`src/verilog/mips_exc_pkg.sv`:
```
package mips_exc_pkg;

    // ~~~~~~~~~~~~~~~~~~~~~~~~~~~~~~~~~~~~~~~~~~~~~~~~~~~~~~~~~~~~~~~~~~~~~
    // committed instruction class
    typedef enum logic [3:0] {
        OP_NORMAL   = 4'd0,
        OP_ALU_OV   = 4'd1,     // trapping add/sub
        OP_SYSCALL  = 4'd2,
        OP_BREAK    = 4'd3,
        OP_ERET     = 4'd4,
        OP_LW       = 4'd5,
        OP_LH       = 4'd6,
        OP_SW       = 4'd7,
        OP_SH       = 4'd8,
        OP_RESERVED = 4'd9
    } op_e;

    // detected exception, highest priority first
    typedef enum logic [3:0] {
        EXC_NONE   = 4'd0,
        EXC_ADEL_I = 4'd1,
        EXC_RI     = 4'd2,
        EXC_OV     = 4'd3,
        EXC_SYS    = 4'd4,
        EXC_BP     = 4'd5,
        EXC_ERET   = 4'd6,
        EXC_ADEL_D = 4'd7,
        EXC_ADES   = 4'd8
    } exc_kind_e;

    // Cause.ExcCode encodings
    typedef enum logic [4:0] {
        EC_INT  = 5'h00,
        EC_ADEL = 5'h04,
        EC_ADES = 5'h05,
        EC_SYS  = 5'h08,
        EC_BP   = 5'h09,
        EC_RI   = 5'h0a,
        EC_OV   = 5'h0c
    } exccode_e;

    // ~~~~~~~~~~~~~~~~~~~~~~~~~~~~~~~~~~~~~~~~~~~~~~~~~~~~~~~~~~~~~~~~~~~~~
    typedef struct packed {
        logic        valid;
        logic [31:0] pc;
        logic        in_delay_slot;
        op_e         op;
        logic [31:0] mem_addr;
        logic        alu_ovf;         // add/sub result overflowed
    } lane_in_t;

    typedef struct packed {
        logic        valid;
        exc_kind_e   kind;
        logic        bd;
        logic [31:0] epc;
        logic [31:0] badvaddr;
    } lane_exc_t;

    typedef struct packed {
        logic        update_ena;      // take exception, set EXL
        exccode_e    exccode;
        logic        bd;
        logic [31:0] epc;
        logic        badvaddr_ena;
        logic [31:0] badvaddr;
        logic        cls_exl;         // eret
    } cp0_upd_t;

endpackage

```
`src/verilog/commit_lanes.sv`:
```
`timescale 1ns/1ps

module commit_lanes #(
    parameter int N_LANES = 2
) (
    input  logic                                   clk,
    input  logic                                   rst_n,
    input  mips_exc_pkg::lane_in_t [N_LANES-1:0]   lanes,
    input  logic                                   flush,
    output mips_exc_pkg::lane_in_t [N_LANES-1:0]   c_lanes
);
    import mips_exc_pkg::*;

    lane_in_t [N_LANES-1:0] lanes_sq;

    // eret has no delay slot, so anything younger in the bundle is dropped
    always_comb begin
        logic eret_seen;

        eret_seen = 1'b0;
        for (int i = 0; i < N_LANES; i++) begin
            lanes_sq[i] = lanes[i];
            if (eret_seen) begin
                lanes_sq[i].valid = 1'b0;
            end
            if (lanes[i].valid && lanes[i].op == OP_ERET) begin
                eret_seen = 1'b1;
            end
        end
    end

    // ~~~~~~~~~~~~~~~~~~~~~~~~~~~~~~~~~~~~~~~~~~~~~~~~~~~~~~~~~~~~~~~~~~~~~
    // commit register
    // payload follows the input every cycle, only the valid bits are cleared
    always_ff @(posedge clk) begin
        c_lanes <= lanes_sq;
        if (!rst_n || flush) begin
            for (int i = 0; i < N_LANES; i++) begin
                c_lanes[i].valid <= 1'b0;   // flushed slot
            end
        end
    end

endmodule

```
`src/verilog/exc_detect.sv`:
```
`timescale 1ns/1ps

module exc_detect (
    input  mips_exc_pkg::lane_in_t  lane,
    output mips_exc_pkg::lane_exc_t exc
);
    import mips_exc_pkg::*;

    logic inst_misalign;
    logic data_misalign;
    logic is_load;
    logic is_store;

    assign inst_misalign = |lane.pc[1:0];
    assign is_load       = (lane.op == OP_LW) || (lane.op == OP_LH);
    assign is_store      = (lane.op == OP_SW) || (lane.op == OP_SH);

    // word needs both low bits clear, half word only bit 0
    always_comb begin
        case (lane.op)
            OP_LW, OP_SW: data_misalign = |lane.mem_addr[1:0];
            OP_LH, OP_SH: data_misalign = lane.mem_addr[0];
            default:      data_misalign = 1'b0;
        endcase
    end

    // ~~~~~~~~~~~~~~~~~~~~~~~~~~~~~~~~~~~~~~~~~~~~~~~~~~~~~~~~~~~~~~~~~~~~~
    // first match wins
    always_comb begin
        exc.valid    = lane.valid;
        exc.bd       = lane.in_delay_slot;
        exc.epc      = lane.in_delay_slot ? lane.pc - 32'd4 : lane.pc;
        exc.kind     = EXC_NONE;
        exc.badvaddr = 32'h0;

        if (lane.valid) begin
            if (inst_misalign) begin
                exc.kind     = EXC_ADEL_I;
                exc.badvaddr = lane.pc;
            end else if (lane.op == OP_RESERVED) begin
                exc.kind = EXC_RI;
            end else if (lane.op == OP_ALU_OV && lane.alu_ovf) begin
                exc.kind = EXC_OV;
            end else if (lane.op == OP_SYSCALL) begin
                exc.kind = EXC_SYS;
            end else if (lane.op == OP_BREAK) begin
                exc.kind = EXC_BP;
            end else if (lane.op == OP_ERET) begin
                exc.kind = EXC_ERET;
            end else if (is_load && data_misalign) begin
                exc.kind     = EXC_ADEL_D;
                exc.badvaddr = lane.mem_addr;
            end else if (is_store && data_misalign) begin
                exc.kind     = EXC_ADES;
                exc.badvaddr = lane.mem_addr;
            end
        end
    end

endmodule

```
`src/verilog/exc_ctrl.sv`:
```
`timescale 1ns/1ps

module exc_ctrl #(
    parameter int          N_LANES    = 2,
    parameter logic [31:0] EXC_VECTOR = 32'hbfc0_0380
) (
    input  mips_exc_pkg::lane_exc_t [N_LANES-1:0] lane_exc,
    input  logic                                  int_pending,
    input  logic [31:0]                           r_epc,
    output mips_exc_pkg::cp0_upd_t                cp0_upd,
    output logic                                  redirect_ena,
    output logic                                  flush,
    output logic [31:0]                           redirect_pc
);
    import mips_exc_pkg::*;

    localparam int IDX_W = (N_LANES > 1) ? $clog2(N_LANES) : 1;

    logic             any_exc;
    logic [IDX_W-1:0] win_idx;
    logic             take_int;
    lane_exc_t        win;

    function automatic exccode_e kind_to_code(input exc_kind_e kind);
        case (kind)
            EXC_ADEL_I: kind_to_code = EC_ADEL;
            EXC_RI:     kind_to_code = EC_RI;
            EXC_OV:     kind_to_code = EC_OV;
            EXC_SYS:    kind_to_code = EC_SYS;
            EXC_BP:     kind_to_code = EC_BP;
            EXC_ADEL_D: kind_to_code = EC_ADEL;
            EXC_ADES:   kind_to_code = EC_ADES;
            default:    kind_to_code = EC_INT;
        endcase
    endfunction

    function automatic logic kind_has_badvaddr(input exc_kind_e kind);
        kind_has_badvaddr = (kind == EXC_ADEL_I) || (kind == EXC_ADEL_D) ||
                            (kind == EXC_ADES);
    endfunction

    // ~~~~~~~~~~~~~~~~~~~~~~~~~~~~~~~~~~~~~~~~~~~~~~~~~~~~~~~~~~~~~~~~~~~~~
    // oldest excepting lane, scanned from the youngest so lane 0 lands last
    always_comb begin
        any_exc = 1'b0;
        win_idx = '0;
        for (int i = N_LANES - 1; i >= 0; i--) begin
            if (lane_exc[i].kind != EXC_NONE) begin
                any_exc = 1'b1;
                win_idx = IDX_W'(i);
            end
        end
    end

    assign take_int = int_pending & lane_exc[0].valid;   // interrupt rides on lane 0
    assign win      = lane_exc[win_idx];

    // ~~~~~~~~~~~~~~~~~~~~~~~~~~~~~~~~~~~~~~~~~~~~~~~~~~~~~~~~~~~~~~~~~~~~~
    // redirect, flush and cp0 update
    always_comb begin
        cp0_upd      = '0;
        redirect_ena = 1'b0;
        redirect_pc  = 32'h0;
        flush        = 1'b0;

        if (take_int) begin
            cp0_upd.update_ena = 1'b1;
            cp0_upd.exccode    = EC_INT;
            cp0_upd.bd         = lane_exc[0].bd;
            cp0_upd.epc        = lane_exc[0].epc;
            redirect_ena       = 1'b1;
            redirect_pc        = EXC_VECTOR;
            flush              = 1'b1;
        end else if (any_exc) begin
            redirect_ena = 1'b1;
            flush        = 1'b1;
            if (win.kind == EXC_ERET) begin
                cp0_upd.cls_exl = 1'b1;         // back to epc, cause untouched
                redirect_pc     = r_epc;
            end else begin
                cp0_upd.update_ena   = 1'b1;
                cp0_upd.exccode      = kind_to_code(win.kind);
                cp0_upd.bd           = win.bd;
                cp0_upd.epc          = win.epc;
                cp0_upd.badvaddr_ena = kind_has_badvaddr(win.kind);
                cp0_upd.badvaddr     = win.badvaddr;
                redirect_pc          = EXC_VECTOR;
            end
        end
    end

endmodule

```
`src/verilog/cp0_regs.sv`:
```
`timescale 1ns/1ps

module cp0_regs (
    input  logic                   clk,
    input  logic                   rst_n,
    input  logic [5:0]             hw_int,
    input  logic                   cp0_we,
    input  logic [4:0]             cp0_waddr,
    input  logic [31:0]            cp0_wdata,
    input  mips_exc_pkg::cp0_upd_t cp0_upd,
    output logic                   int_pending,
    output logic [31:0]            r_epc,
    output logic [31:0]            badvaddr,
    output mips_exc_pkg::exccode_e cause_exccode,
    output logic                   cause_bd,
    output logic                   status_exl
);
    import mips_exc_pkg::*;

    localparam logic [4:0] REG_STATUS = 5'd12;
    localparam logic [4:0] REG_EPC    = 5'd14;

    logic       status_ie;
    logic [5:0] status_im;      // IM7..IM2, hardware lines only
    logic [5:0] cause_ip;       // IP7..IP2

    // ~~~~~~~~~~~~~~~~~~~~~~~~~~~~~~~~~~~~~~~~~~~~~~~~~~~~~~~~~~~~~~~~~~~~~
    // exception update beats eret, eret beats mtc0
    always_ff @(posedge clk) begin
        if (!rst_n) begin
            status_ie     <= 1'b0;
            status_exl    <= 1'b0;
            status_im     <= 6'h0;
            cause_ip      <= 6'h0;
            cause_bd      <= 1'b0;
            cause_exccode <= EC_INT;
            r_epc         <= 32'h0;
            badvaddr      <= 32'h0;
        end else begin
            cause_ip <= hw_int;
            if (cp0_upd.update_ena) begin
                status_exl    <= 1'b1;
                cause_exccode <= cp0_upd.exccode;
                cause_bd      <= cp0_upd.bd;
                r_epc         <= cp0_upd.epc;
                if (cp0_upd.badvaddr_ena) begin
                    badvaddr <= cp0_upd.badvaddr;
                end
            end else if (cp0_upd.cls_exl) begin
                status_exl <= 1'b0;
            end else if (cp0_we) begin
                case (cp0_waddr)
                    REG_STATUS: begin
                        status_ie  <= cp0_wdata[0];
                        status_exl <= cp0_wdata[1];
                        status_im  <= cp0_wdata[15:10];
                    end
                    REG_EPC: begin
                        r_epc <= cp0_wdata;
                    end
                    default: ;  // other registers not writable here
                endcase
            end
        end
    end

    // masked by IM, needs IE and no pending exception level
    assign int_pending = (|(cause_ip & status_im)) & status_ie & ~status_exl;

endmodule

```
`src/verilog/exc_unit_top.sv`:
```
`timescale 1ns/1ps

module exc_unit_top #(
    parameter int          N_LANES    = 2,
    parameter logic [31:0] EXC_VECTOR = 32'hbfc0_0380
) (
    input  logic                                 clk,
    input  logic                                 rst_n,
    input  mips_exc_pkg::lane_in_t [N_LANES-1:0] lanes,
    input  logic [5:0]                           hw_int,
    input  logic                                 cp0_we,
    input  logic [4:0]                           cp0_waddr,
    input  logic [31:0]                          cp0_wdata,
    output logic                                 redirect_ena,
    output logic [31:0]                          redirect_pc,
    output logic                                 flush,
    output logic [31:0]                          epc,
    output mips_exc_pkg::exccode_e               cause_exccode,
    output logic                                 cause_bd,
    output logic                                 status_exl,
    output logic [31:0]                          badvaddr
);
    import mips_exc_pkg::*;

    lane_in_t  [N_LANES-1:0] c_lanes;
    lane_exc_t [N_LANES-1:0] lane_exc;
    cp0_upd_t                cp0_upd;
    logic                    int_pending;
    logic [31:0]             r_epc;

    commit_lanes #(
        .N_LANES (N_LANES)
    ) u_commit (
        .clk     (clk),
        .rst_n   (rst_n),
        .lanes   (lanes),
        .flush   (flush),       // drops the bundle behind an exception
        .c_lanes (c_lanes)
    );

    for (genvar g = 0; g < N_LANES; g++) begin : g_detect
        exc_detect u_detect (
            .lane (c_lanes[g]),
            .exc  (lane_exc[g])
        );
    end

    exc_ctrl #(
        .N_LANES    (N_LANES),
        .EXC_VECTOR (EXC_VECTOR)
    ) u_ctrl (
        .lane_exc     (lane_exc),
        .int_pending  (int_pending),
        .r_epc        (r_epc),
        .cp0_upd      (cp0_upd),
        .redirect_ena (redirect_ena),
        .flush        (flush),
        .redirect_pc  (redirect_pc)
    );

    cp0_regs u_cp0 (
        .clk           (clk),
        .rst_n         (rst_n),
        .hw_int        (hw_int),
        .cp0_we        (cp0_we),
        .cp0_waddr     (cp0_waddr),
        .cp0_wdata     (cp0_wdata),
        .cp0_upd       (cp0_upd),
        .int_pending   (int_pending),
        .r_epc         (r_epc),
        .badvaddr      (badvaddr),
        .cause_exccode (cause_exccode),
        .cause_bd      (cause_bd),
        .status_exl    (status_exl)
    );

    assign epc = r_epc;

endmodule

```
`config.mk`:
```
export PLATFORM = sky130hd
export DESIGN_NAME = exc_unit_top
export DESIGN_NICKNAME = d
export VERILOG_FILES = /design/src/verilog/mips_exc_pkg.sv /design/src/verilog/commit_lanes.sv /design/src/verilog/exc_detect.sv /design/src/verilog/exc_ctrl.sv /design/src/verilog/cp0_regs.sv /design/src/verilog/exc_unit_top.sv
export SDC_FILE = /design/constraint.sdc
export NUM_CORES = 1
export LEC_CHECK = 0
export BUFFER_PORTS_ARGS = -buffer_cell sky130_fd_sc_hd__buf_2
export CAP_MARGIN = 10
export CORE_MARGIN = 3
export CORE_UTILIZATION = 52
export CTS_CLUSTER_SIZE = 12
export DETAILED_ROUTE_END_ITERATION = 16
export PLACE_DENSITY = 0.81
export RECOVER_POWER = 100
export SYNTH_ARGS = -nofsm -noshare
export SYNTH_HDL_FRONTEND = slang
export SYNTH_SLANG_ARGS = --single-unit
```
`constraint.sdc`:
```
create_clock -name clk -period 3.5 [get_ports clk]
set_input_delay 0.35 -clock clk [delete_from_list [all_inputs] [get_ports clk]]
set_output_delay 0.35 -clock clk [all_outputs]
set_load 0.005 [all_outputs]
```
# After elaboration in Yosys (flattened, before gate mapping)

Cells that the tools add are included.

Bitwise logic cells: 7
Reductions and logical operators: 36
Equal/unequal tests: 30
Add/subtract/negate cells: 2
Multiplexer cells: 65
Magnitude comparators: 1

Operators by type and width:

| kind                                                                  | number |
|---|---|
| 32-bit two-way mux                                                    | 27 |
| 69-bit two-way mux                                                    | 2 |
| 73-bit two-way mux                                                    | 1 |
| 4-bit two-way mux                                                     | 18 |
| 72-bit two-way mux                                                    | 1 |
| 32-bit by 3-bit subtractor with 32-bit output (second input constant) | 2 |
| 4-bit by 3-bit == test with 1-bit output (second input constant)      | 13 |
| 39-bit two-way mux                                                    | 1 |
| 34-bit two-way mux                                                    | 1 |
| 4-bit by 2-bit == test with 1-bit output (second input constant)      | 6 |
| 4-bit one-hot mux with 6 select lines                                 | 1 |
| 4-bit == test (second input constant)                                 | 5 |
| 2-bit OR reduction                                                    | 10 |
| 4-bit by 1-bit == test with 1-bit output (second input constant)      | 3 |
| 1-bit two-way mux                                                     | 11 |
| 5-bit by 4-bit == test with 1-bit output (second input constant)      | 2 |
| 4-bit nonzero test                                                    | 2 |
| 1-bit logical AND                                                     | 7 |
| 1-bit logical OR                                                      | 7 |
| 6-bit AND                                                             | 1 |
| 3-bit nonzero test                                                    | 2 |
| 6-bit OR reduction                                                    | 1 |
| 1-bit one-hot mux with 2 select lines                                 | 2 |
| 2-bit AND reduction                                                   | 2 |
| other kinds (8)                                                       | 13 |

Logic and storage cells: 161
Bits in registers: 226

# Depth between registers and ports, before layout

Gate-level depths: netlist of run 1.

Word-level depth: 26
Depth in mapped cells: 12
Depth with buffers taken out: 10

# Cells and area by module

Synthesis of run 1 repeated with hierarchy kept, for this count alone.

Cell total of the unflattened synthesis: 1163
Area, all modules: 10401.2 sq um

By module, submodules not included:

| module       | cells an instance | area each (sq um) | instances | seq. area each (sq um) |
|---|---|---|---|---|
| cp0_regs     | 399               | 3634.7            | 1         | 1681.6 |
| commit_lanes | 147               | 2876.5            | 1         | 2842.7 |
| exc_detect   | 154               | 1171.1            | 2         | 0.0 |
| exc_ctrl     | 309               | 1547.7            | 1         | 0.0 |

# Worst setup path before layout of run 1

OpenSTA, ideal clock, no wires.

Path type: register to output
Start point: register, netlist name u_commit.c_lanes[105]
End point: output port redirect_pc[31]
Data arrival time: 2.323 ns
Setup slack: 0.827 ns
Cell stages (with the launch flop): 11
Buffers on the path: 3
Cell sequence: dfxtp_1 > buf_2 > xor2_1 > and3_1 > o31ai_2 > o21ai_2 > or3_4 > a21oi_1 > buf_2 > buf_2 > nand2_1

Word-level cells in the longest chain between the ends: 22

Ends and longest elaborated chain:

| what                                                   | line                               | text |
|---|---|---|
| 4-bit == test, or another cell as far along            | exc_detect.sv:16, exc_detect.sv:20 |  |
| 2-bit OR reduction                                     | exc_detect.sv:20                   | `case (lane.op)` |
| 1-bit one-hot mux with 2 select lines                  | exc_detect.sv:20                   |  |
| 1-bit logical AND                                      | exc_detect.sv:53                   | `end else if (is_store && data_misalign) begin` |
| 4-bit two-way mux                                      | exc_detect.sv:53                   |  |
| 4-bit two-way mux                                      | exc_detect.sv:50                   | `end else if (is_load && data_misalign) begin` |
| 4-bit two-way mux                                      | exc_detect.sv:48                   | `end else if (lane.op == OP_ERET) begin` |
| 4-bit two-way mux                                      | exc_detect.sv:46                   | `end else if (lane.op == OP_BREAK) begin` |
| (+4 left out)                                          | n/a                                |  |
| 4-bit two-way mux *                                    | exc_detect.sv:36                   | `if (lane.valid) begin` |
| 4-bit nonzero test                                     | exc_ctrl.sv:48                     | `if (lane_exc[i].kind != EXC_NONE) begin` |
| 1-bit two-way mux (2 in series)                        | exc_ctrl.sv:48                     |  |
| 69-bit two-way mux (not written as such) (2 in series) | exc_ctrl.sv:56                     | `assign win = lane_exc[win_idx];` |
| 4-bit by 3-bit == test with 1-bit output               | exc_ctrl.sv:77                     | `if (win.kind == EXC_ERET) begin` |
| 32-bit two-way mux                                     | exc_ctrl.sv:77                     |  |
| 32-bit two-way mux *                                   | exc_ctrl.sv:74                     | `end else if (any_exc) begin` |
| 32-bit two-way mux *                                   | exc_ctrl.sv:66                     | `if (take_int) begin` |
| end, declared                                          | exc_unit_top.sv:15                 | `output logic [31:0] redirect_pc,` |

Every way passes the cells marked *; elsewhere a longest branch is shown, timed or not. The select of a mux whose other input is x is not followed.

# Final worst setup path of run 1

Start point: register, netlist name u_commit.c_lanes[36]
End point: output port redirect_pc[9]

Word-level cells in the longest chain between the ends: 21

Ends and longest elaborated chain:

| what                                                   | line |
|---|---|
| 4-bit == test, or another cell as far along            | exc_detect.sv:16, exc_detect.sv:20 |
| 2-bit OR reduction                                     | exc_detect.sv:20 |
| 1-bit one-hot mux with 2 select lines                  | exc_detect.sv:20 |
| 1-bit logical AND                                      | exc_detect.sv:53 |
| 4-bit two-way mux                                      | exc_detect.sv:53 |
| 4-bit two-way mux                                      | exc_detect.sv:50 |
| 4-bit two-way mux                                      | exc_detect.sv:48 |
| 4-bit two-way mux                                      | exc_detect.sv:46 |
| (+4 left out)                                          | n/a |
| 4-bit two-way mux *                                    | exc_detect.sv:36 |
| 4-bit nonzero test                                     | exc_ctrl.sv:48 |
| 1-bit two-way mux                                      | exc_ctrl.sv:48 |
| 69-bit two-way mux (not written as such) (2 in series) | exc_ctrl.sv:56 |
| 4-bit by 3-bit == test with 1-bit output               | exc_ctrl.sv:77 |
| 32-bit two-way mux                                     | exc_ctrl.sv:77 |
| 32-bit two-way mux *                                   | exc_ctrl.sv:74 |
| 32-bit two-way mux *                                   | exc_ctrl.sv:66 |

Marks and branches as above.

==> metrics.md, run 1 <==
| Metric | Value |
|---|---|
| Max-Slew Margin vs Limit | `19.65%` |
| I/O pin count | `293` |
| WS Path Type | `reg2out` |
| Grt total ovfl | `0` |
| Share of cells above drive strength 1 | `20.42%` |
| Placement Setup Slack | `0.4351 ns` |
| Syn Nets | `1285` |
| Fin. Hold Viols | `0` |
| Util after Layout | `73.36%` |
| WP data required | `3.15 ns` |
| Largest area contributor in the netlist | `dfxtp_1` |
| CP arrival | `3.00 ns` |
| Clk root buf | `clkbuf_16` |
| Area growth from synthesis to layout | `37.34%` |
| CTS tree | `built` |
| Seq/Total Area, Yosys | `46.63%` |
| Outcome | `finished clean` |
| Crit Path Max Fanout | `46` |
| Hold Startpoint | `hw_int[1]` |
| Reg2reg start | `u_commit.c_lanes[34]$_DFF_P_` |
| Post-Synthesis Cells | `1095` |
| Hold Path Class | `in2reg` |
| Row cnt | `49` |
| Max Freq | `298.9 MHz` |
| Clk_skew | `0.01143 ns` |
| Starting Density | `53.41%` |
| Worst setup EP type | `output port` |
| Post-synthesis register bit count | `225` |
| Die height | `142.3 µm` |
| Synth async-reset ratio | `0%` |
| Net Switching | `1.813 mW` |
| DR vias | `10370` |
| # fillers | `1356` |
| Sequential share of power | `45.4%` |
| Core area | `0.01809 mm²` |
| H-tree levels | `1` |
| Reg2reg end | `u_cp0.badvaddr[28]$_SDFFE_PN0P_` |
| Final cell count without fillers | `1755` |
| Wire length per cell | `21.77 µm` |
| Port Buffers | `291` |
| Clock share of power | `37.8%` |
| First drt pass iteration count | `6` |
| Via density per instance | `5.909` |
| Die X | `142.3 µm` |
| Post-DP HPWL | `23720 µm` |
| Netlist cell types | `76` |
| Overall power | `6.424 mW` |
| Top-area cell type share of the netlist area | `46.63%` |
| Top_reg_cell synth | `dfxtp_1` |
| Synth warnings | `0` |
| Worst-Margin Slew | `1.205 ns` |
| DRC violation count after routing | `0` |
| Fin Setup TNS | `0 ns` |
| Total GRT Usage | `36.13%` |
| Combinational Power Share | `16.9%` |
| Worst-skew pair later-pin latency | `0.52 ns` |
| Gpl congestion | `0.9168` |
| DIE AREA | `0.02025 mm²` |
| Inserted Clock Buffers | `24` |
| Slew Viols, Final | `0` |
| Sw Ratio | `28.23%` |
| RSZ-0062 raised after global routing | `false` |
| Final wirelength | `38210 µm` |
| Final WS setup | `0.1541 ns` |
| P_int | `4.610 mW` |
| Synth Cell Area | `0.009661 mm²` |
| Final net count | `1698` |
| Initial DRC count | `1079` |
| Max cap viols | `0` |
| Largest net degree at the start of global routing | `47` |
| Worst hold path endpoint | `u_cp0.cause_ip[1]$_SDFF_PN0_` |
| Final period utilization | `95.60%` |
| Worst-case reg-to-reg path depth | `8` |
| Post-route ant nets | `0` |
| Tmin final | `3.346 ns` |
| Clock transition at the registers of the reported paths | `0.06 ns` |
| Startpoint types | `flip-flop` |
| R2R setup slack | `0.23 ns` |
| Power Dens Cells | `484.2 mW/mm²` |
| First-pass GRT wire length | `57680 µm` |
| Clock sink count | `225` |
| Endpoints failing setup | `0` |
| Initial antenna violation count | `3` |
| Leak Pwr | `5.573 nW` |
| CTS max path bufs | `3` |
| Syn avg cell area | `8.822 µm²` |
| Vias in the first global route | `10460` |
| Post-synth EDFFs | `0` |
| Top post-synthesis cells by area | `dfxtp_1 47%, nand2_1 7.1%, o21ai_0 6.0%` |
| Peak supply drop | `0.4483 mV` |
| Dpl cells | `1569` |
| Hold Crit Depth | `2` |
Yosys cell counts (11+ instances only):
cell type,number
clkbuf_1,55
xor2_1,29
a211oi_1,20
o21ai_0,116
o22a_1,11
mux2i_1,20
a211oi_2,31
nand3_1,15
a22oi_1,38
a31oi_1,12
xnor2_1,26
inv_1,12
nor4_1,14
nand2_1,182
nor2_1,54
nor3_1,12
a21oi_1,62
dfxtp_1,225
and2_1,30
final cells by class:
type | instances | area [µm²] | area share (%)
sequential | 225 | 4507 | 33.97
timing repair buffer | 461 | 2997 | 22.59
tap | 229 | 286.5 | 2.160
clock buffer | 39 | 718.2 | 5.413
clock inverter | 2 | 13.76 | 0.1037
inverter | 14 | 52.55 | 0.3961
antenna | 3 | 7.507 | 0.05658
multi-input combinational | 782 | 4686 | 35.32
state kept, by name (all words and copies together), names as in the netlist:
signal / cells
u_commit.c_lanes: 142
u_cp0.badvaddr: 32
u_cp0.cause_bd: 1
u_cp0.cause_exccode: 4
u_cp0.cause_ip: 6
u_cp0.r_epc: 32
u_cp0.status_exl: 1
u_cp0.status_ie: 1
u_cp0.status_im: 6
worst max-delay path by stage:
stage	from	endpoint	slack (ns)	cells past startpoint
finish	u_commit.c_lanes[36]$_DFF_P_	redirect_pc[9]	0.15	9
detailed placement	u_commit.c_lanes[34]$_DFF_P_	u_cp0.badvaddr[8]$_SDFFE_PN0P_	0.44	8
floorplan	u_commit.c_lanes[105]$_DFF_P_	redirect_pc[31]	0.83	10
CTS	u_commit.c_lanes[34]$_DFF_P_	redirect_pc[9]	0.004	10
global placement	u_commit.c_lanes[34]$_DFF_P_	u_cp0.badvaddr[0]$_SDFFE_PN0P_	0.51	8
global route	u_commit.c_lanes[34]$_DFF_P_	redirect_pc[9]	0.007	9
cell usage in the layout (no fill, tap or decap), drive strengths merged, types with 11 or more instances in the layout:
| master | netlist | layout |
|---|---|---|
| a31oi | 13 | 13 |
| buf | 18 | 242 |
| mux2i | 20 | 20 |
| nand3 | 15 | 15 |
| o21ai | 119 | 119 |
| a211oi | 51 | 51 |
| clkbuf | 56 | 118 |
| xor2 | 29 | 29 |
| a21oi | 63 | 63 |
| nor3 | 13 | 13 |
| dlygate4sd3 | 0 | 140 |
| nand2 | 182 | 182 |
| inv | 14 | 14 |
| a22oi | 38 | 38 |
| and2 | 32 | 32 |
| dfxtp | 225 | 225 |
| nor2 | 56 | 56 |
| xnor2 | 26 | 26 |
| o22a | 11 | 11 |
| nor4 | 16 | 16 |
power by group through the flow:
| stage | clock, mW | combinational, mW | sequential [mW] |
|---|---|---|---|
| final | 2.43 | 1.08 | 2.92 |
| after floorplan | 0 | 0.543 | 2.90 |
| after detailed placement | 0 | 0.953 | 2.96 |
| after global placement | 0 | 0.940 | 2.96 |
| after CTS | 2.40 | 1.08 | 2.90 |
| after global routing | 2.53 | 1.17 | 2.93 |
layer usage:
layer	GRT usage (%)	vias up	wire, µm
met5	0	-	0
met4	16.06	0	1951
met3	8.737	166	3655
met2	61.22	678	18080
met1	43.71	4818	14530
li1	-	4708	-
through the flow:
| step | area, µm² | hold WS, ns |
|---|---|---|
| after floorplan | 9661 | 0.3777 |
| after global placement | 11320 | 0.4519 |
| after detailed placement | 11320 | 0.4536 |
| after CTS | 13460 | 0.04303 |
| after global routing | 13270 | 0.04894 |
| final | 13270 | 0.05101 |
cells by family after synthesis:
kind of cell	synth area share (%)
other	0.03882
AND/OR/NAND/NOR	18.13
AO/OA/AOI/OAI	23.81
buffers and inverters	4.080
adder cells (fa/ha/maj)	0.2590
XOR/XNOR	4.986
multiplexers	2.072
flip-flops	46.63
what timing repair did:
action	CTS	global route
resized for setup	0	6
setup endpoints to repair	0	30
hold endpoints to repair	140	0
setup buffers	0	1
hold buffers	140	0
worst max-delay path, cell delays in order (launching register included):
cell	delay [ns]
dfxtp_1	0.44
nand2b_1	0.22
a211oi_2	0.13
o41ai_4	0.44
a21oi_1	0.19
or3_4	0.40
a21oi_4	0.20
buf_12	0.23
nand2_1	0.08
buf_2	0.13
Note: power is estimated with default switching activity, not from simulation.
==> run 2, diff against run 1 <==
--- a/config.mk
+++ b/config.mk
@@ -8,11 +8,12 @@
 export BUFFER_PORTS_ARGS = -buffer_cell sky130_fd_sc_hd__buf_2
 export CAP_MARGIN = 10
 export CORE_MARGIN = 3
-export CORE_UTILIZATION = 52
+export CORE_UTILIZATION = 53
 export CTS_CLUSTER_SIZE = 12
 export DETAILED_ROUTE_END_ITERATION = 16
-export PLACE_DENSITY = 0.81
+export PLACE_DENSITY = 0.86
 export RECOVER_POWER = 100
 export SYNTH_ARGS = -nofsm -noshare
 export SYNTH_HDL_FRONTEND = slang
+export SYNTH_HIERARCHICAL = 1
 export SYNTH_SLANG_ARGS = --single-unit
==> metrics.md, run 2 <==
| Metric | Value |
|---|---|
| Clk_skew | `0.02005 ns` |
| Placement Setup Slack | `-0.01614 ns` |
| Synth warnings | `6` |
| First drt pass iteration count | `6` |
| CTS max path bufs | `3` |
| Max Freq | `286.3 MHz` |
| Outcome | `complete, but fails checks` |
| Worst path bufs/invs | `4` |
| Biggest regs | `u_commit/c_lanes (142), u_cp0/badvaddr (32), u_cp0/r_epc (32)` |
| Slew Viols, Final | `82` |
| Via density per instance | `5.878` |
| Final wirelength | `40360 µm` |
| Post-Synthesis Cells | `1162` |
| Area growth from synthesis to layout | `37.22%` |
| Largest net degree at the start of global routing | `82` |
| Crit path largest cell delay | `0.39 ns` |
| I/O pin count | `293` |
| Worst setup EP type | `output port` |
| Failing checks | `max-capacitance violations, max-slew violations` |
| Clock transition at the registers of the reported paths | `0.06 ns` |
| Dpl cells | `1664` |
| Fin Setup TNS | `0 ns` |
| Syn avg cell area | `8.945 µm²` |
| Slowest-stage cell, CP | `nor4b_4` |
| Post-DP HPWL | `23210 µm` |
| Initial antenna violation count | `4` |
| Max cap viols | `1` |
| Post-route ant nets | `0` |
| Placement Cell Area | `0.01198 mm²` |
| Crit path depth | `11` |
| Startpoint types | `flip-flop` |
| H-tree levels | `1` |
| Overall power | `6.246 mW` |
| Die X | `146.0 µm` |
| Endpoints failing setup | `0` |
| Max reg flops | `142` |
| Commonest non-fill, non-tap cell in the layout | `nand2_1` |
| Initial DRC count | `962` |
| Total GRT Usage | `35.09%` |
| Final WS setup | `0.006975 ns` |
| CP arrival | `3.14 ns` |
| Hold Crit Depth | `2` |
| DRC violation count after routing | `0` |
| Final net count | `1767` |
| Core area | `0.01896 mm²` |
| Die height | `146.0 µm` |
| Synth Cell Area | `0.01039 mm²` |
| Most frequent cells in the layout | `303 x nand2_1, 218 x dfxtp_1, 200 x buf_2, 140 x dlygate4sd3_1, 95 x clkbuf_1` |
| Hold Path Class | `in2reg` |
| RSZ-0062 raised after global routing | `true` |
| Most flop-heavy register | `u_commit/c_lanes` |
| Starting Density | `54.83%` |
| Row cnt | `50` |
| Worst-Margin Slew | `3.164 ns` |
| Port Buffers | `292` |
| Inserted Clock Buffers | `24` |
| Max-Slew Margin vs Limit | `-110.9%` |
| Cell area after layout | `0.01426 mm²` |
| Clk root buf | `clkbuf_16` |
| Peak supply drop | `0.4620 mV` |
| WS Path Type | `reg2out` |
| Power Dens Cells | `437.9 mW/mm²` |
| DR vias | `10900` |
| Syn Nets | `1352` |
| Critical path's top delay family | `simple AND/OR/NAND/NOR gates` |
| Clock sink count | `226` |
| Worst-case reg-to-reg path depth | `11` |
| Tmin final | `3.493 ns` |
| WP data required | `3.15 ns` |
| Wire length per cell | `21.76 µm` |
| First-pass GRT wire length | `60340 µm` |
| Fin. Hold Viols | `0` |
| Grt total ovfl | `0` |
| Gpl congestion | `0.9379` |
| DIE AREA | `0.02133 mm²` |
| Final period utilization | `99.80%` |
| CTS tree | `built` |
| Vias in the first global route | `10910` |
| Crit Path Max Fanout | `38` |
| Share of cells above drive strength 1 | `23.13%` |
| Worst-skew pair later-pin latency | `0.53 ns` |
| Crit-path cells | `nor4b_4, nand2_2, a211oi_4, buf_6, or4_4, o21ai_2, buf_4, o31ai_4, buf_12, nand2_1, buf_2` |
| Leak Pwr | `5.922 nW` |
| Final cell count without fillers | `1855` |
## run 2: final timing paths
path | to | slack [ns] | start
min reg2reg | u_cp0/badvaddr[14]$_SDFFE_PN0P_ | 0.46 | u_cp0/badvaddr[14]$_SDFFE_PN0P_
max reg2reg | u_cp0/r_epc[26]$_SDFFE_PN0P_ | 0.07 | u_commit/c_lanes[33]$_DFF_P_
min | u_cp0/cause_ip[1]$_SDFF_PN0_ | 0.03 | hw_int[1]
max | redirect_pc[8] | 0.007 | u_commit/c_lanes[33]$_DFF_P_
## run 2: per-layer routing
metal	global-route usage [%]	part of all wire [%]	wire length, µm
met1	39.46	35	14070
met5	0	0	0
met3	7.821	9.5	3831
met2	62.74	49	19930
met4	17.31	6.3	2534
## run 2: final cells by class
cell class,count,area [µm²]
sequential,226,4539
antenna,4,10.01
fill,1295,4693
tap,260,325.3
clock inverter,2,13.76
clock buffer,38,714.4
inverter,13,53.80
multi-input combinational,843,5489
timing repair buffer,469,3117
## run 2: per-stage QoR
step           hold WS, ns  utilization [%]
2_1_floorplan       0.3777                -
3_3_place_gp        0.4393            63.20
3_5_place_dp        0.4418            63.20
4_1_cts            0.02191            74.73
5_1_grt            0.02482            75.24
6_report           0.02840            75.24
## run 2: what timing repair did
| item | 4_1_cts | 5_1_grt |
|---|---|---|
| pin swaps | 1 | 5 |
| gates cloned | 0 | 2 |
| hold buffers | 140 | 0 |
| setup buffers | 1 | 4 |
| setup endpoints to repair | 56 | 91 |
| endpoints found under the hold margin | 140 | 0 |
| gates resized for setup | 13 | 36 |
## run 2: power by group
group / switching [mW] / internal (mW)
combinational: 0.506 / 0.465
sequential: 0.147 / 2.70
clock: 1.04 / 1.39
==> run 3, diff against run 2 <==
--- a/config.mk
+++ b/config.mk
@@ -8,10 +8,10 @@
 export BUFFER_PORTS_ARGS = -buffer_cell sky130_fd_sc_hd__buf_2
 export CAP_MARGIN = 10
 export CORE_MARGIN = 3
-export CORE_UTILIZATION = 53
+export CORE_UTILIZATION = 47
 export CTS_CLUSTER_SIZE = 12
 export DETAILED_ROUTE_END_ITERATION = 16
-export PLACE_DENSITY = 0.86
+export PLACE_DENSITY = 0.81
 export RECOVER_POWER = 100
 export SYNTH_ARGS = -nofsm -noshare
 export SYNTH_HDL_FRONTEND = slang
==> constraint.sdc (replaced) <==
create_clock -name clk -period 3 [get_ports clk]
set_input_delay 0.3 -clock clk [delete_from_list [all_inputs] [get_ports clk]]
set_output_delay 0.3 -clock clk [all_outputs]
set_load 0.005 [all_outputs]
==> metrics.md, run 3 (synthesis results as in run 2) <==
| Metric | Value |
|---|---|
| Most flop-heavy register | `u_commit/c_lanes` |
| Critical path's top delay family | `simple AND/OR/NAND/NOR gates` |
| Peak supply drop | `0.4907 mV` |
| Max Freq | `297.0 MHz` |
| RSZ-0062 raised after global routing | `true` |
| CTS max path bufs | `3` |
| First-pass GRT wire length | `64640 µm` |
| Dpl cells | `1716` |
| First drt pass iteration count | `8` |
| Hold Path Class | `in2reg` |
| # fillers | `1299` |
| Final net count | `1885` |
| Final cell count without fillers | `1990` |
| Initial antenna violation count | `6` |
| Clk_skew | `0.02143 ns` |
| Leak Pwr | `6.893 nW` |
| DR vias | `11710` |
| Hold Startpoint | `lanes[141]` |
| Outcome | `complete, but fails checks` |
| Share of cells above drive strength 1 | `34.56%` |
| Most frequent cells in the layout | `290 x nand2_1, 218 x dfxtp_1, 200 x buf_2, 146 x dlygate4sd3_1, 99 x buf_4` |
| Crit Path Max Fanout | `8` |
| Final period utilization | `112.2%` |
| Vias in the first global route | `11650` |
| Area growth from synthesis to layout | `56.69%` |
| Worst-skew pair later-pin latency | `0.54 ns` |
| Startpoint types | `flip-flop` |
| Fin Setup TNS | `-25.32 ns` |
| Tmin final | `3.367 ns` |
| Overall power | `8.019 mW` |
| Post-DP HPWL | `23990 µm` |
| DRC violation count after routing | `0` |
| Hold WS | `0.02550 ns` |
| Max cap viols | `0` |
| I/O pin count | `293` |
| Max-Slew Margin vs Limit | `54.82%` |
| Max reg flops | `142` |
| Worst-Margin Slew | `0.6777 ns` |
| CTS tree | `built` |
| Final WS setup | `-0.3665 ns` |
| Die height | `154.7 µm` |
| Slew Viols, Final | `0` |
| Worst setup EP type | `output port` |
| Worst path bufs/invs | `4` |
| WP data required | `2.70 ns` |
| Via density per instance | `5.883` |
| Starting Density | `48.68%` |
| Clock sink count | `226` |
| Commonest non-fill, non-tap cell in the layout | `nand2_1` |
| Fin. Hold Viols | `0` |
| Wire length per cell | `23.48 µm` |
| Post-route ant nets | `0` |
| Inserted Clock Buffers | `26` |
| DIE AREA | `0.02394 mm²` |
| Row cnt | `53` |
| Multi-input gate area | `0.005911 mm²` |
| Clk root buf | `clkbuf_16` |
| Die X | `154.7 µm` |
| Crit path largest cell delay | `0.45 ns` |
| Storage element area | `0.004539 mm²` |
| Core area | `0.02135 mm²` |
| Endpoints failing setup | `105` |
| Grt total ovfl | `0` |
| Clock transition at the registers of the reported paths | `0.06 ns` |
| Crit path from | `u_commit/c_lanes[36]$_DFF_P_` |
| H-tree levels | `1` |
| Reg2reg start | `u_commit/c_lanes[36]$_DFF_P_` |
| WS Path Type | `reg2out` |
| CP arrival | `3.07 ns` |
| Initial DRC count | `1309` |
| Crit-path cells | `and2b_2, nor2b_4, o21bai_1, a21oi_2, buf_4, nor4b_4, o21ai_2, or3_4, inv_8, buf_12, and2_4, buf_6` |
| Gpl congestion | `0.9282` |
| Port Buffers | `292` |
| Final wirelength | `46730 µm` |
| Power Dens Cells | `492.4 mW/mm²` |
| Slowest-stage cell, CP | `or3_4` |
| Failing checks | `negative setup slack` |
| Largest net degree at the start of global routing | `71` |
| Biggest regs | `u_commit/c_lanes (142), u_cp0/badvaddr (32), u_cp0/r_epc (32)` |
| Total GRT Usage | `34.02%` |
==> run 3: path summary, 6_finish.rpt <==
kind	to	slack, ns	depth (start not counted)
hold reg to reg	u_cp0/badvaddr[23]$_SDFFE_PN0P_	0.45	2
setup / recovery	redirect_pc[16]	-0.37	12
setup reg to reg	u_cp0/status_im[0]$_SDFFE_PN0P_	-0.35	15
hold / removal	u_commit/c_lanes[141]$_SDFF_PP0_	0.03	3
==> run 3: cell type report <==
type                       instances  area share [%]
timing repair buffer             586           28.10
clock buffer                      38           4.771
inverter                          13          0.3611
multi-input combinational        842           36.29
sequential                       226           27.87
clock inverter                     8          0.4533
antenna                            2         0.03073
tap                              275           2.113
==> run 3: worst register-to-register path: stages (launching register included) <==
cell and delay [ns]:
dfxtp_2 0.33, and2b_2 0.25, nor2b_4 0.13, o21bai_1 0.17, a21oi_2 0.10, buf_4 0.16, nor4b_4 0.33, o21ai_2 0.12
buf_4 0.17, o31ai_4 0.29, buf_6 0.16, inv_4 0.05, bufbuf_16 0.27, nor4_4 0.25, buf_6 0.19, mux2i_1 0.27
==> run 3: layer usage <==
layer  vias up  part of all wire, %  GRT usage [%]
met2       916                   48          58.99
met5         -                 0.11              0
li1       5072                    -              -
met1      5452                   35          39.58
met3       260                  9.5          6.603
met4         8                  6.9          18.29
==> run 3: where the power goes <==
part           internal, mW  total (mW)  switching [mW]  leakage [nW]
Combinational         0.753        1.47           0.719          4.59
Sequential             3.15        3.33           0.175          1.88
Clock                  1.88        3.22            1.34         0.422
Total                  5.78        8.02            2.24          6.89
==> run 3: per-stage QoR <==
stage / area, µm² / utilization (%) / setup WS [ns]
global placement: 12400 / 58.09 / -0.2342
floorplan: 10500 / - / -0.02663
finish: 16290 / 76.27 / -0.3665
detailed placement: 12400 / 58.09 / -0.2426
CTS: 15800 / 73.98 / -0.2820
global route: 16290 / 76.27 / -0.4296
==> run 3: timing repair <==
item / CTS / global route
pin swaps: 35 / 91
setup endpoints to repair: 101 / 111
gates cloned: 13 / 2
hold buffers: 146 / 0
hold endpoints to repair: 146 / 0
setup buffers: 50 / 22
gates resized for setup: 91 / 122
